### src/hw/oneplus_pkg.sv
// Shared types and constants for the matrix oneplus unit
// Fixed point is Q.8 and the residual table assumes exactly 8 fraction bits
// Residual is piecewise constant over |x| in [0, 4) with no interpolation

package oneplus_pkg;

  ////////////////////////////////////////////////////////////////////////////
  // Control states
  ////////////////////////////////////////////////////////////////////////////

  typedef enum logic [1:0] {
    IDLE   = 2'd0,
    STREAM = 2'd1,
    DRAIN  = 2'd2
  } ctrl_state_t;

  ////////////////////////////////////////////////////////////////////////////
  // Fixed-point constants
  ////////////////////////////////////////////////////////////////////////////

  localparam int FRAC_BITS = 8;
  // 1.0 in Q.8
  localparam int ONE_FIXED = 256;
  // 4.0 in Q.8, residual is zero from here on
  localparam int RES_LIMIT = 1024;

  ////////////////////////////////////////////////////////////////////////////
  // Residual table
  ////////////////////////////////////////////////////////////////////////////

  // ln(1 + e^-a) in Q.8, sampled at the low end of each quarter bin
  function automatic logic [7:0] residual_lut(input logic [3:0] idx);
    case (idx)
      4'd0:    return 8'd177;
      4'd1:    return 8'd147;
      4'd2:    return 8'd121;
      4'd3:    return 8'd99;
      4'd4:    return 8'd80;
      4'd5:    return 8'd64;
      4'd6:    return 8'd52;
      4'd7:    return 8'd41;
      4'd8:    return 8'd32;
      4'd9:    return 8'd26;
      4'd10:   return 8'd20;
      4'd11:   return 8'd16;
      4'd12:   return 8'd12;
      4'd13:   return 8'd10;
      4'd14:   return 8'd8;
      default: return 8'd6;
    endcase
  endfunction

endpackage

### src/hw/oneplus_matrix_ctrl.sv
// Index walker and credit manager for the oneplus matrix unit
// Source must hold an input credit for every in_valid it sends
// OUT_CREDITS must lie between 1 and 15, rows and cols are sampled at start
// A zero dimension gives a done pulse with no credits granted

`timescale 1ns/100ps

module oneplus_matrix_ctrl
  import oneplus_pkg::*;
#(
  parameter int DATA_SIZE   = 16,
  parameter int DIM_WIDTH   = 8,
  parameter int OUT_CREDITS = 4
) (
  input  logic                 CLK,
  input  logic                 RST,
  input  logic                 start,
  input  logic [DIM_WIDTH-1:0] rows,
  input  logic [DIM_WIDTH-1:0] cols,
  input  logic                 in_valid,
  input  logic [DATA_SIZE-1:0] in_data,
  input  logic                 out_credit,
  input  logic                 out_valid,
  input  logic                 out_last,
  output logic                 in_credit,
  output logic                 elem_valid,
  output logic [DATA_SIZE-1:0] elem_data,
  output logic                 elem_row_end,
  output logic                 elem_last,
  output logic                 busy,
  output logic                 done
);

  // Credit counters never exceed 15
  localparam int CW = 4;

  ////////////////////////////////////////////////////////////////////////////
  // Signals
  ////////////////////////////////////////////////////////////////////////////

  ctrl_state_t              state;
  logic [DIM_WIDTH-1:0]     rows_q;
  logic [DIM_WIDTH-1:0]     cols_q;
  logic [DIM_WIDTH-1:0]     row_idx;
  logic [DIM_WIDTH-1:0]     col_idx;
  logic [DIM_WIDTH-1:0]     row_max;
  logic [DIM_WIDTH-1:0]     col_max;
  logic [2*DIM_WIDTH-1:0]   total;
  logic [2*DIM_WIDTH-1:0]   granted;
  logic [CW-1:0]            out_cnt;
  // Input credits granted but not yet used by the source
  logic [CW-1:0]            in_pend;
  logic                     grant;

  assign total   = rows_q * cols_q;
  assign row_max = rows_q - 1'b1;
  assign col_max = cols_q - 1'b1;

  // One grant per cycle, needs a free output slot
  assign grant = (state == STREAM) && (granted != total) && (out_cnt != '0);

  ////////////////////////////////////////////////////////////////////////////
  // Element tagging
  ////////////////////////////////////////////////////////////////////////////

  assign elem_valid   = in_valid;
  assign elem_data    = in_data;
  assign elem_row_end = (col_idx == col_max);
  assign elem_last    = elem_row_end && (row_idx == row_max);

  ////////////////////////////////////////////////////////////////////////////
  // FSM
  ////////////////////////////////////////////////////////////////////////////

  always_ff @(posedge CLK or posedge RST) begin
    if (RST) begin
      state     <= IDLE;
      busy      <= 1'b0;
      done      <= 1'b0;
      in_credit <= 1'b0;
      rows_q    <= '0;
      cols_q    <= '0;
      granted   <= '0;
    end else begin
      done      <= 1'b0;
      in_credit <= grant;
      case (state)
        IDLE: begin
          if (start) begin
            rows_q  <= rows;
            cols_q  <= cols;
            granted <= '0;
            // Empty matrix finishes at once
            if ((rows == '0) || (cols == '0)) begin
              done <= 1'b1;
            end else begin
              busy  <= 1'b1;
              state <= STREAM;
            end
          end
        end
        STREAM: begin
          if (grant) begin
            granted <= granted + 1'b1;
            if ((granted + 1'b1) == total) begin
              state <= DRAIN;
            end
          end
        end
        DRAIN: begin
          // Wait for the tagged last element at the output
          if (out_valid && out_last) begin
            busy  <= 1'b0;
            done  <= 1'b1;
            state <= IDLE;
          end
        end
        default: state <= IDLE;
      endcase
    end
  end

  ////////////////////////////////////////////////////////////////////////////
  // Row and column indices
  ////////////////////////////////////////////////////////////////////////////

  always_ff @(posedge CLK or posedge RST) begin
    if (RST) begin
      row_idx <= '0;
      col_idx <= '0;
    end else if ((state == IDLE) && start) begin
      row_idx <= '0;
      col_idx <= '0;
    end else if (in_valid) begin
      if (col_idx == col_max) begin
        col_idx <= '0;
        row_idx <= row_idx + 1'b1;
      end else begin
        col_idx <= col_idx + 1'b1;
      end
    end
  end

  ////////////////////////////////////////////////////////////////////////////
  // Credit counters
  ////////////////////////////////////////////////////////////////////////////

  // Sink returns slots with out_credit
  always_ff @(posedge CLK or posedge RST) begin
    if (RST) begin
      out_cnt <= CW'(OUT_CREDITS);
      in_pend <= '0;
    end else begin
      out_cnt <= out_cnt + CW'(out_credit) - CW'(grant);
      in_pend <= in_pend + CW'(in_credit) - CW'(in_valid);
    end
  end

  // Source may only send against a credit it already holds
  a_credit_before_data: assert property (
    @(posedge CLK) disable iff (RST) in_valid |-> (in_pend != '0)
  );

  // Sink must not return more slots than it was given
  a_out_cnt_bound: assert property (
    @(posedge CLK) disable iff (RST) out_cnt <= CW'(OUT_CREDITS)
  );

endmodule

### src/hw/oneplus_split.sv
// Stage 1 of the oneplus datapath
// Registers relu(x) and |x| with the most negative code saturated
// Never stalls, a new element may enter every cycle

`timescale 1ns/100ps

module oneplus_split #(
  parameter int DATA_SIZE = 16
) (
  input  logic                 CLK,
  input  logic                 RST,
  input  logic                 elem_valid,
  input  logic [DATA_SIZE-1:0] elem_data,
  input  logic                 elem_row_end,
  input  logic                 elem_last,
  output logic                 s1_valid,
  output logic [DATA_SIZE-1:0] s1_relu,
  output logic [DATA_SIZE-1:0] s1_mag,
  output logic                 s1_row_end,
  output logic                 s1_last
);

  localparam logic [DATA_SIZE-1:0] MOST_NEG = {1'b1, {(DATA_SIZE-1){1'b0}}};
  localparam logic [DATA_SIZE-1:0] MAX_POS  = {1'b0, {(DATA_SIZE-1){1'b1}}};

  logic                 neg;
  logic [DATA_SIZE-1:0] mag_next;

  assign neg = elem_data[DATA_SIZE-1];

  // Two's complement negate, clamp the one code with no positive twin
  assign mag_next = (elem_data == MOST_NEG) ? MAX_POS :
                    neg ? (~elem_data + 1'b1) : elem_data;

  always_ff @(posedge CLK or posedge RST) begin
    if (RST) begin
      s1_valid   <= 1'b0;
      s1_row_end <= 1'b0;
      s1_last    <= 1'b0;
    end else begin
      s1_valid   <= elem_valid;
      s1_row_end <= elem_row_end;
      s1_last    <= elem_last;
    end
  end

  // Payload
  always_ff @(posedge CLK) begin
    s1_relu <= neg ? '0 : elem_data;
    s1_mag  <= mag_next;
  end

endmodule

### src/hw/oneplus_residual.sv
// Stage 2 of the oneplus datapath
// Looks up ln(1 + e^-|x|) from a 16 entry quarter-step table
// Residual is zero for |x| of 4.0 and above

`timescale 1ns/100ps

module oneplus_residual
  import oneplus_pkg::*;
#(
  parameter int DATA_SIZE = 16
) (
  input  logic                 CLK,
  input  logic                 RST,
  input  logic                 s1_valid,
  input  logic [DATA_SIZE-1:0] s1_relu,
  input  logic [DATA_SIZE-1:0] s1_mag,
  input  logic                 s1_row_end,
  input  logic                 s1_last,
  output logic                 s2_valid,
  output logic [DATA_SIZE-1:0] s2_relu,
  output logic [7:0]           s2_res,
  output logic                 s2_row_end,
  output logic                 s2_last
);

  logic       in_range;
  logic [3:0] lut_idx;
  logic [7:0] res_next;

  assign in_range = (s1_mag < RES_LIMIT);

  // Two integer bits and two fraction bits give the quarter bin
  assign lut_idx = s1_mag[FRAC_BITS+1:FRAC_BITS-2];

  assign res_next = in_range ? residual_lut(lut_idx) : 8'd0;

  always_ff @(posedge CLK or posedge RST) begin
    if (RST) begin
      s2_valid   <= 1'b0;
      s2_row_end <= 1'b0;
      s2_last    <= 1'b0;
    end else begin
      s2_valid   <= s1_valid;
      s2_row_end <= s1_row_end;
      s2_last    <= s1_last;
    end
  end

  // Payload
  always_ff @(posedge CLK) begin
    s2_relu <= s1_relu;
    s2_res  <= res_next;
  end

  // Largest table entry sits at index zero
  a_res_bound: assert property (
    @(posedge CLK) disable iff (RST) s2_valid |-> (s2_res <= residual_lut(4'd0))
  );

endmodule

### src/hw/oneplus_sum.sv
// Stage 3 of the oneplus datapath
// out = relu + residual + 1.0, clamped to the largest positive code
// Output is registered and is never negative

`timescale 1ns/100ps

module oneplus_sum
  import oneplus_pkg::*;
#(
  parameter int DATA_SIZE = 16
) (
  input  logic                 CLK,
  input  logic                 RST,
  input  logic                 s2_valid,
  input  logic [DATA_SIZE-1:0] s2_relu,
  input  logic [7:0]           s2_res,
  input  logic                 s2_row_end,
  input  logic                 s2_last,
  output logic                 out_valid,
  output logic [DATA_SIZE-1:0] out_data,
  output logic                 out_row_end,
  output logic                 out_last
);

  localparam logic [DATA_SIZE:0] SAT_MAX = {2'b00, {(DATA_SIZE-1){1'b1}}};

  // One extra bit so overflow past the signed range is visible
  logic [DATA_SIZE:0] sum_wide;

  assign sum_wide = {1'b0, s2_relu} + {{(DATA_SIZE-7){1'b0}}, s2_res}
                  + (DATA_SIZE+1)'(ONE_FIXED);

  always_ff @(posedge CLK or posedge RST) begin
    if (RST) begin
      out_valid   <= 1'b0;
      out_row_end <= 1'b0;
      out_last    <= 1'b0;
    end else begin
      out_valid   <= s2_valid;
      out_row_end <= s2_row_end;
      out_last    <= s2_last;
    end
  end

  // Saturate
  always_ff @(posedge CLK) begin
    out_data <= (sum_wide > SAT_MAX) ? SAT_MAX[DATA_SIZE-1:0] : sum_wide[DATA_SIZE-1:0];
  end

  a_out_nonneg: assert property (
    @(posedge CLK) disable iff (RST) out_valid |-> !out_data[DATA_SIZE-1]
  );

endmodule

### src/hw/oneplus_top.sv
// Matrix oneplus unit, x -> 1 + ln(1 + e^x) on a row-major stream
// Credit flow on both sides, latency from accept to output is 3 cycles
// DATA_SIZE at least 12, OUT_CREDITS between 1 and 15

`timescale 1ns/100ps

module oneplus_top #(
  parameter int DATA_SIZE   = 16,
  parameter int DIM_WIDTH   = 8,
  parameter int OUT_CREDITS = 4
) (
  input  logic                 CLK,
  input  logic                 RST,
  input  logic                 start,
  input  logic [DIM_WIDTH-1:0] rows,
  input  logic [DIM_WIDTH-1:0] cols,
  input  logic                 in_valid,
  input  logic [DATA_SIZE-1:0] in_data,
  input  logic                 out_credit,
  output logic                 in_credit,
  output logic                 out_valid,
  output logic [DATA_SIZE-1:0] out_data,
  output logic                 out_row_end,
  output logic                 out_last,
  output logic                 busy,
  output logic                 done
);

  ////////////////////////////////////////////////////////////////////////////
  // Pipeline wires
  ////////////////////////////////////////////////////////////////////////////

  logic                 elem_valid;
  logic [DATA_SIZE-1:0] elem_data;
  logic                 elem_row_end;
  logic                 elem_last;

  logic                 s1_valid;
  logic [DATA_SIZE-1:0] s1_relu;
  logic [DATA_SIZE-1:0] s1_mag;
  logic                 s1_row_end;
  logic                 s1_last;

  logic                 s2_valid;
  logic [DATA_SIZE-1:0] s2_relu;
  logic [7:0]           s2_res;
  logic                 s2_row_end;
  logic                 s2_last;

  // Control also watches the output for the last tag
  oneplus_matrix_ctrl #(
    .DATA_SIZE  (DATA_SIZE),
    .DIM_WIDTH  (DIM_WIDTH),
    .OUT_CREDITS(OUT_CREDITS)
  ) u_ctrl (
    .CLK(CLK), .RST(RST), .start(start), .rows(rows), .cols(cols),
    .in_valid(in_valid), .in_data(in_data), .out_credit(out_credit),
    .out_valid(out_valid), .out_last(out_last), .in_credit(in_credit),
    .elem_valid(elem_valid), .elem_data(elem_data),
    .elem_row_end(elem_row_end), .elem_last(elem_last),
    .busy(busy), .done(done)
  );

  oneplus_split #(.DATA_SIZE(DATA_SIZE)) u_split (
    .CLK(CLK), .RST(RST), .elem_valid(elem_valid), .elem_data(elem_data),
    .elem_row_end(elem_row_end), .elem_last(elem_last),
    .s1_valid(s1_valid), .s1_relu(s1_relu), .s1_mag(s1_mag),
    .s1_row_end(s1_row_end), .s1_last(s1_last)
  );

  oneplus_residual #(.DATA_SIZE(DATA_SIZE)) u_residual (
    .CLK(CLK), .RST(RST), .s1_valid(s1_valid), .s1_relu(s1_relu),
    .s1_mag(s1_mag), .s1_row_end(s1_row_end), .s1_last(s1_last),
    .s2_valid(s2_valid), .s2_relu(s2_relu), .s2_res(s2_res),
    .s2_row_end(s2_row_end), .s2_last(s2_last)
  );

  oneplus_sum #(.DATA_SIZE(DATA_SIZE)) u_sum (
    .CLK(CLK), .RST(RST), .s2_valid(s2_valid), .s2_relu(s2_relu),
    .s2_res(s2_res), .s2_row_end(s2_row_end), .s2_last(s2_last),
    .out_valid(out_valid), .out_data(out_data),
    .out_row_end(out_row_end), .out_last(out_last)
  );

endmodule

### config.mk
export PLATFORM = sky130hd
export DESIGN_NAME = oneplus_top
export DESIGN_NICKNAME = d
export VERILOG_FILES = /design/src/hw/oneplus_pkg.sv /design/src/hw/oneplus_matrix_ctrl.sv /design/src/hw/oneplus_split.sv /design/src/hw/oneplus_residual.sv /design/src/hw/oneplus_sum.sv /design/src/hw/oneplus_top.sv
export SDC_FILE = /design/constraint.sdc
export NUM_CORES = 1
export LEC_CHECK = 0
export ABC_CLOCK_PERIOD_IN_PS = 8100
export BUFFER_PORTS_ARGS = -buffer_cell sky130_fd_sc_hd__buf_2
export CAP_MARGIN = 20
export CORE_MARGIN = 1
export CORE_UTILIZATION = 45
export DETAILED_ROUTE_END_ITERATION = 10
export PLACE_DENSITY = 0.68
export SLEW_MARGIN = 5
export SYNTH_ARGS = -nofsm -noshare
export SYNTH_HDL_FRONTEND = slang
export SYNTH_HIERARCHICAL = 1
export SYNTH_SLANG_ARGS = --single-unit
### constraint.sdc
create_clock -name CLK -period 8.1 [get_ports CLK]
set_clock_uncertainty 0.1 [all_clocks]
set_input_delay 0.81 -clock CLK [delete_from_list [all_inputs] [get_ports CLK]]
set_output_delay 0.81 -clock CLK [all_outputs]
set_load 0.05 [all_outputs]
==> results.json <==
{
  "layout_common_cells": "nand2_1, inv_1, dfrtp_1, dfxtp_1, ha_1",
  "place_congestion": 0.873,
  "hp-class": "primary input to async pin",
  "postRouteAntennaNets": 0,
  "grt_max_degree": 58,
  "grt_antenna_before_repair": 0,
  "drt_wl_total_um": 19400,
  "finalMaxSlewViolations": 0,
  "netlist_area_um2": 9190,
  "grt_overflow": 0,
  "die_x_um": 145,
  "initial_core_util_pct": 46.6,
  "track_usage_pct": 20.2,
  "num_vias": 6969,
  "cts_setup_buffers": 0,
  "drtPass1Iterations": 5,
  "dieArea_um2": 21000,
  "num_rows": 51,
  "avgSynthCellArea_um2": 9.05,
  "route.detailed.drc": 0,
  "fin_setup_tns_ns": 0,
  "slew_headroom_pct": 45.1,
  "clk_pin_slew_ns": 0.06,
  "area_growth_syn_to_layout_pct": 9.59,
  "wire_per_inst_um": 14.9,
  "arrival_ns": 6.62,
  "end_kind": "register",
  "layout-drive-gt1-share_pct": 12.9,
  "h-tree-depth": 4,
  "required_ns": 8.33,
  "cts_tree": "done",
  "nets": 1165,
  "critPathLaunchType": "register",
  "hold_viol_final": 0,
  "numCtsBuffers": 17,
  "core-area_um2": 19700,
  "netlist_instances": 1015,
  "syn-num-nets": 1151,
  "post-dp-hpwl_um": 14700,
  "drt_iter0_markers": 290,
  "path_max_fanout": 16,
  "post-route-min-period_ns": 6.38,
  "cts_resized": 0,
  "grt_pass1_vias": 6655,
  "cts_buffer_depth": 2,
  "pre_cts_ws_ns": 1.73,
  "status": "finished, final reports clean",
  "synth_warnings": 6,
  "drv_cap": 0,
  "grt_pass1_wl_um": 33000,
  "numClockSinks": 131,
  "setup_viol": 0,
  "port_buffers": 58,
  "rsz0062_at_grt": "no",
  "path_class": "register to register",
  "worst_pin_slew_ns": 0.821,
  "cts-root-buf": "clkbuf_16",
  "die-height_um": 145,
  "n_antenna_cell": 0,
  "mostFrequentLayoutCell": "nand2_1",
  "clock_latency_ns": 0.42,
  "ioPinCount": 59,
  "period_share_pct": 78.8,
  "fillCellCount": 1784,
  "final.setup.worst_slack_ns": 1.72,
  "ctsHoldBuffers": 0,
  "routed_via_density": 5.33,
  "max_clock_freq_mhz": 157
}
==> through the flow <==
stage	hold WS [ns]	area [µm²]	utilization, %	std cells
final	0.180	10100	51.1	1307
after global placement	0.212	9480	48.1	1275
after global routing	0.178	10100	51.1	1307
after floorplan	0.210	9190	-	1015
after detailed placement	0.212	9480	48.1	1275
after CTS	0.165	10100	51.1	1307
==> layer usage <==
layer  GRT usage [%]  part of all wire [%]
met5               0                     0
met4            6.48                   1.5
met3            3.52                   3.8
met2            31.0                    45
met1            28.7                    49
==> sequential cells by signal, indices dropped and copies added (netlist names), 2 cells and up <==
register and flops:
u_ctrl/granted 16, u_residual/s2_relu 16, u_sum/out_data 16, u_split/s1_relu 15
u_split/s1_mag 10, u_ctrl/col_idx 8, u_ctrl/cols_q 8, u_ctrl/row_idx 8
u_ctrl/rows_q 8, u_residual/s2_res 8, u_ctrl/out_cnt 4, u_ctrl/state 2
==> final cells by class <==
cell class / count / area [µm²] / share of cell area, %
flip-flops and latches: 131 / 2950 / 29.3
clock buffers: 19 / 443 / 4.40
well taps: 265 / 332 / 3.29
repair buffers: 60 / 305 / 3.03
clock inverters: 13 / 148 / 1.47
multi-input cells: 740 / 5590 / 55.5
inverters: 79 / 297 / 2.95
==> worst max-delay path: stages, from the launching register on <==
cell	delay, ns
dfrtp_1	0.59
nand2_1	0.15
fa_1	0.59
fa_1	0.45
fa_1	0.52
fa_1	0.54
inv_1	0.04
ha_1	0.41
a21oi_1	0.31
o31ai_4	0.15
a2111oi_2	0.45
or3_4	0.21
and4b_4	0.24
o2111a_4	0.34
nor2_2	0.12
ha_1	0.31
inv_1	0.04
ha_1	0.19
fa_1	0.37
xor2_1	0.15
==> worst paths after layout <==
kind,startpoint,to,slack [ns],cells past startpoint
setup reg to reg,u_ctrl/cols_q[4],u_ctrl/out_cnt[2],1.72,19
max in group asynchronous,RST,u_ctrl/granted[1],6.87,3
hold reg to reg,u_split/s1_relu[7],u_residual/s2_relu[7],0.23,0
hold / removal,RST,u_split/s1_row_end,0.18,2
min in group CLK,u_split/s1_relu[7],u_residual/s2_relu[7],0.23,0
setup / recovery,u_ctrl/cols_q[4],u_ctrl/out_cnt[2],1.72,19
Power is not shown: default switching activity piles up to over one toggle a cycle in this logic, so the estimate is an artifact.
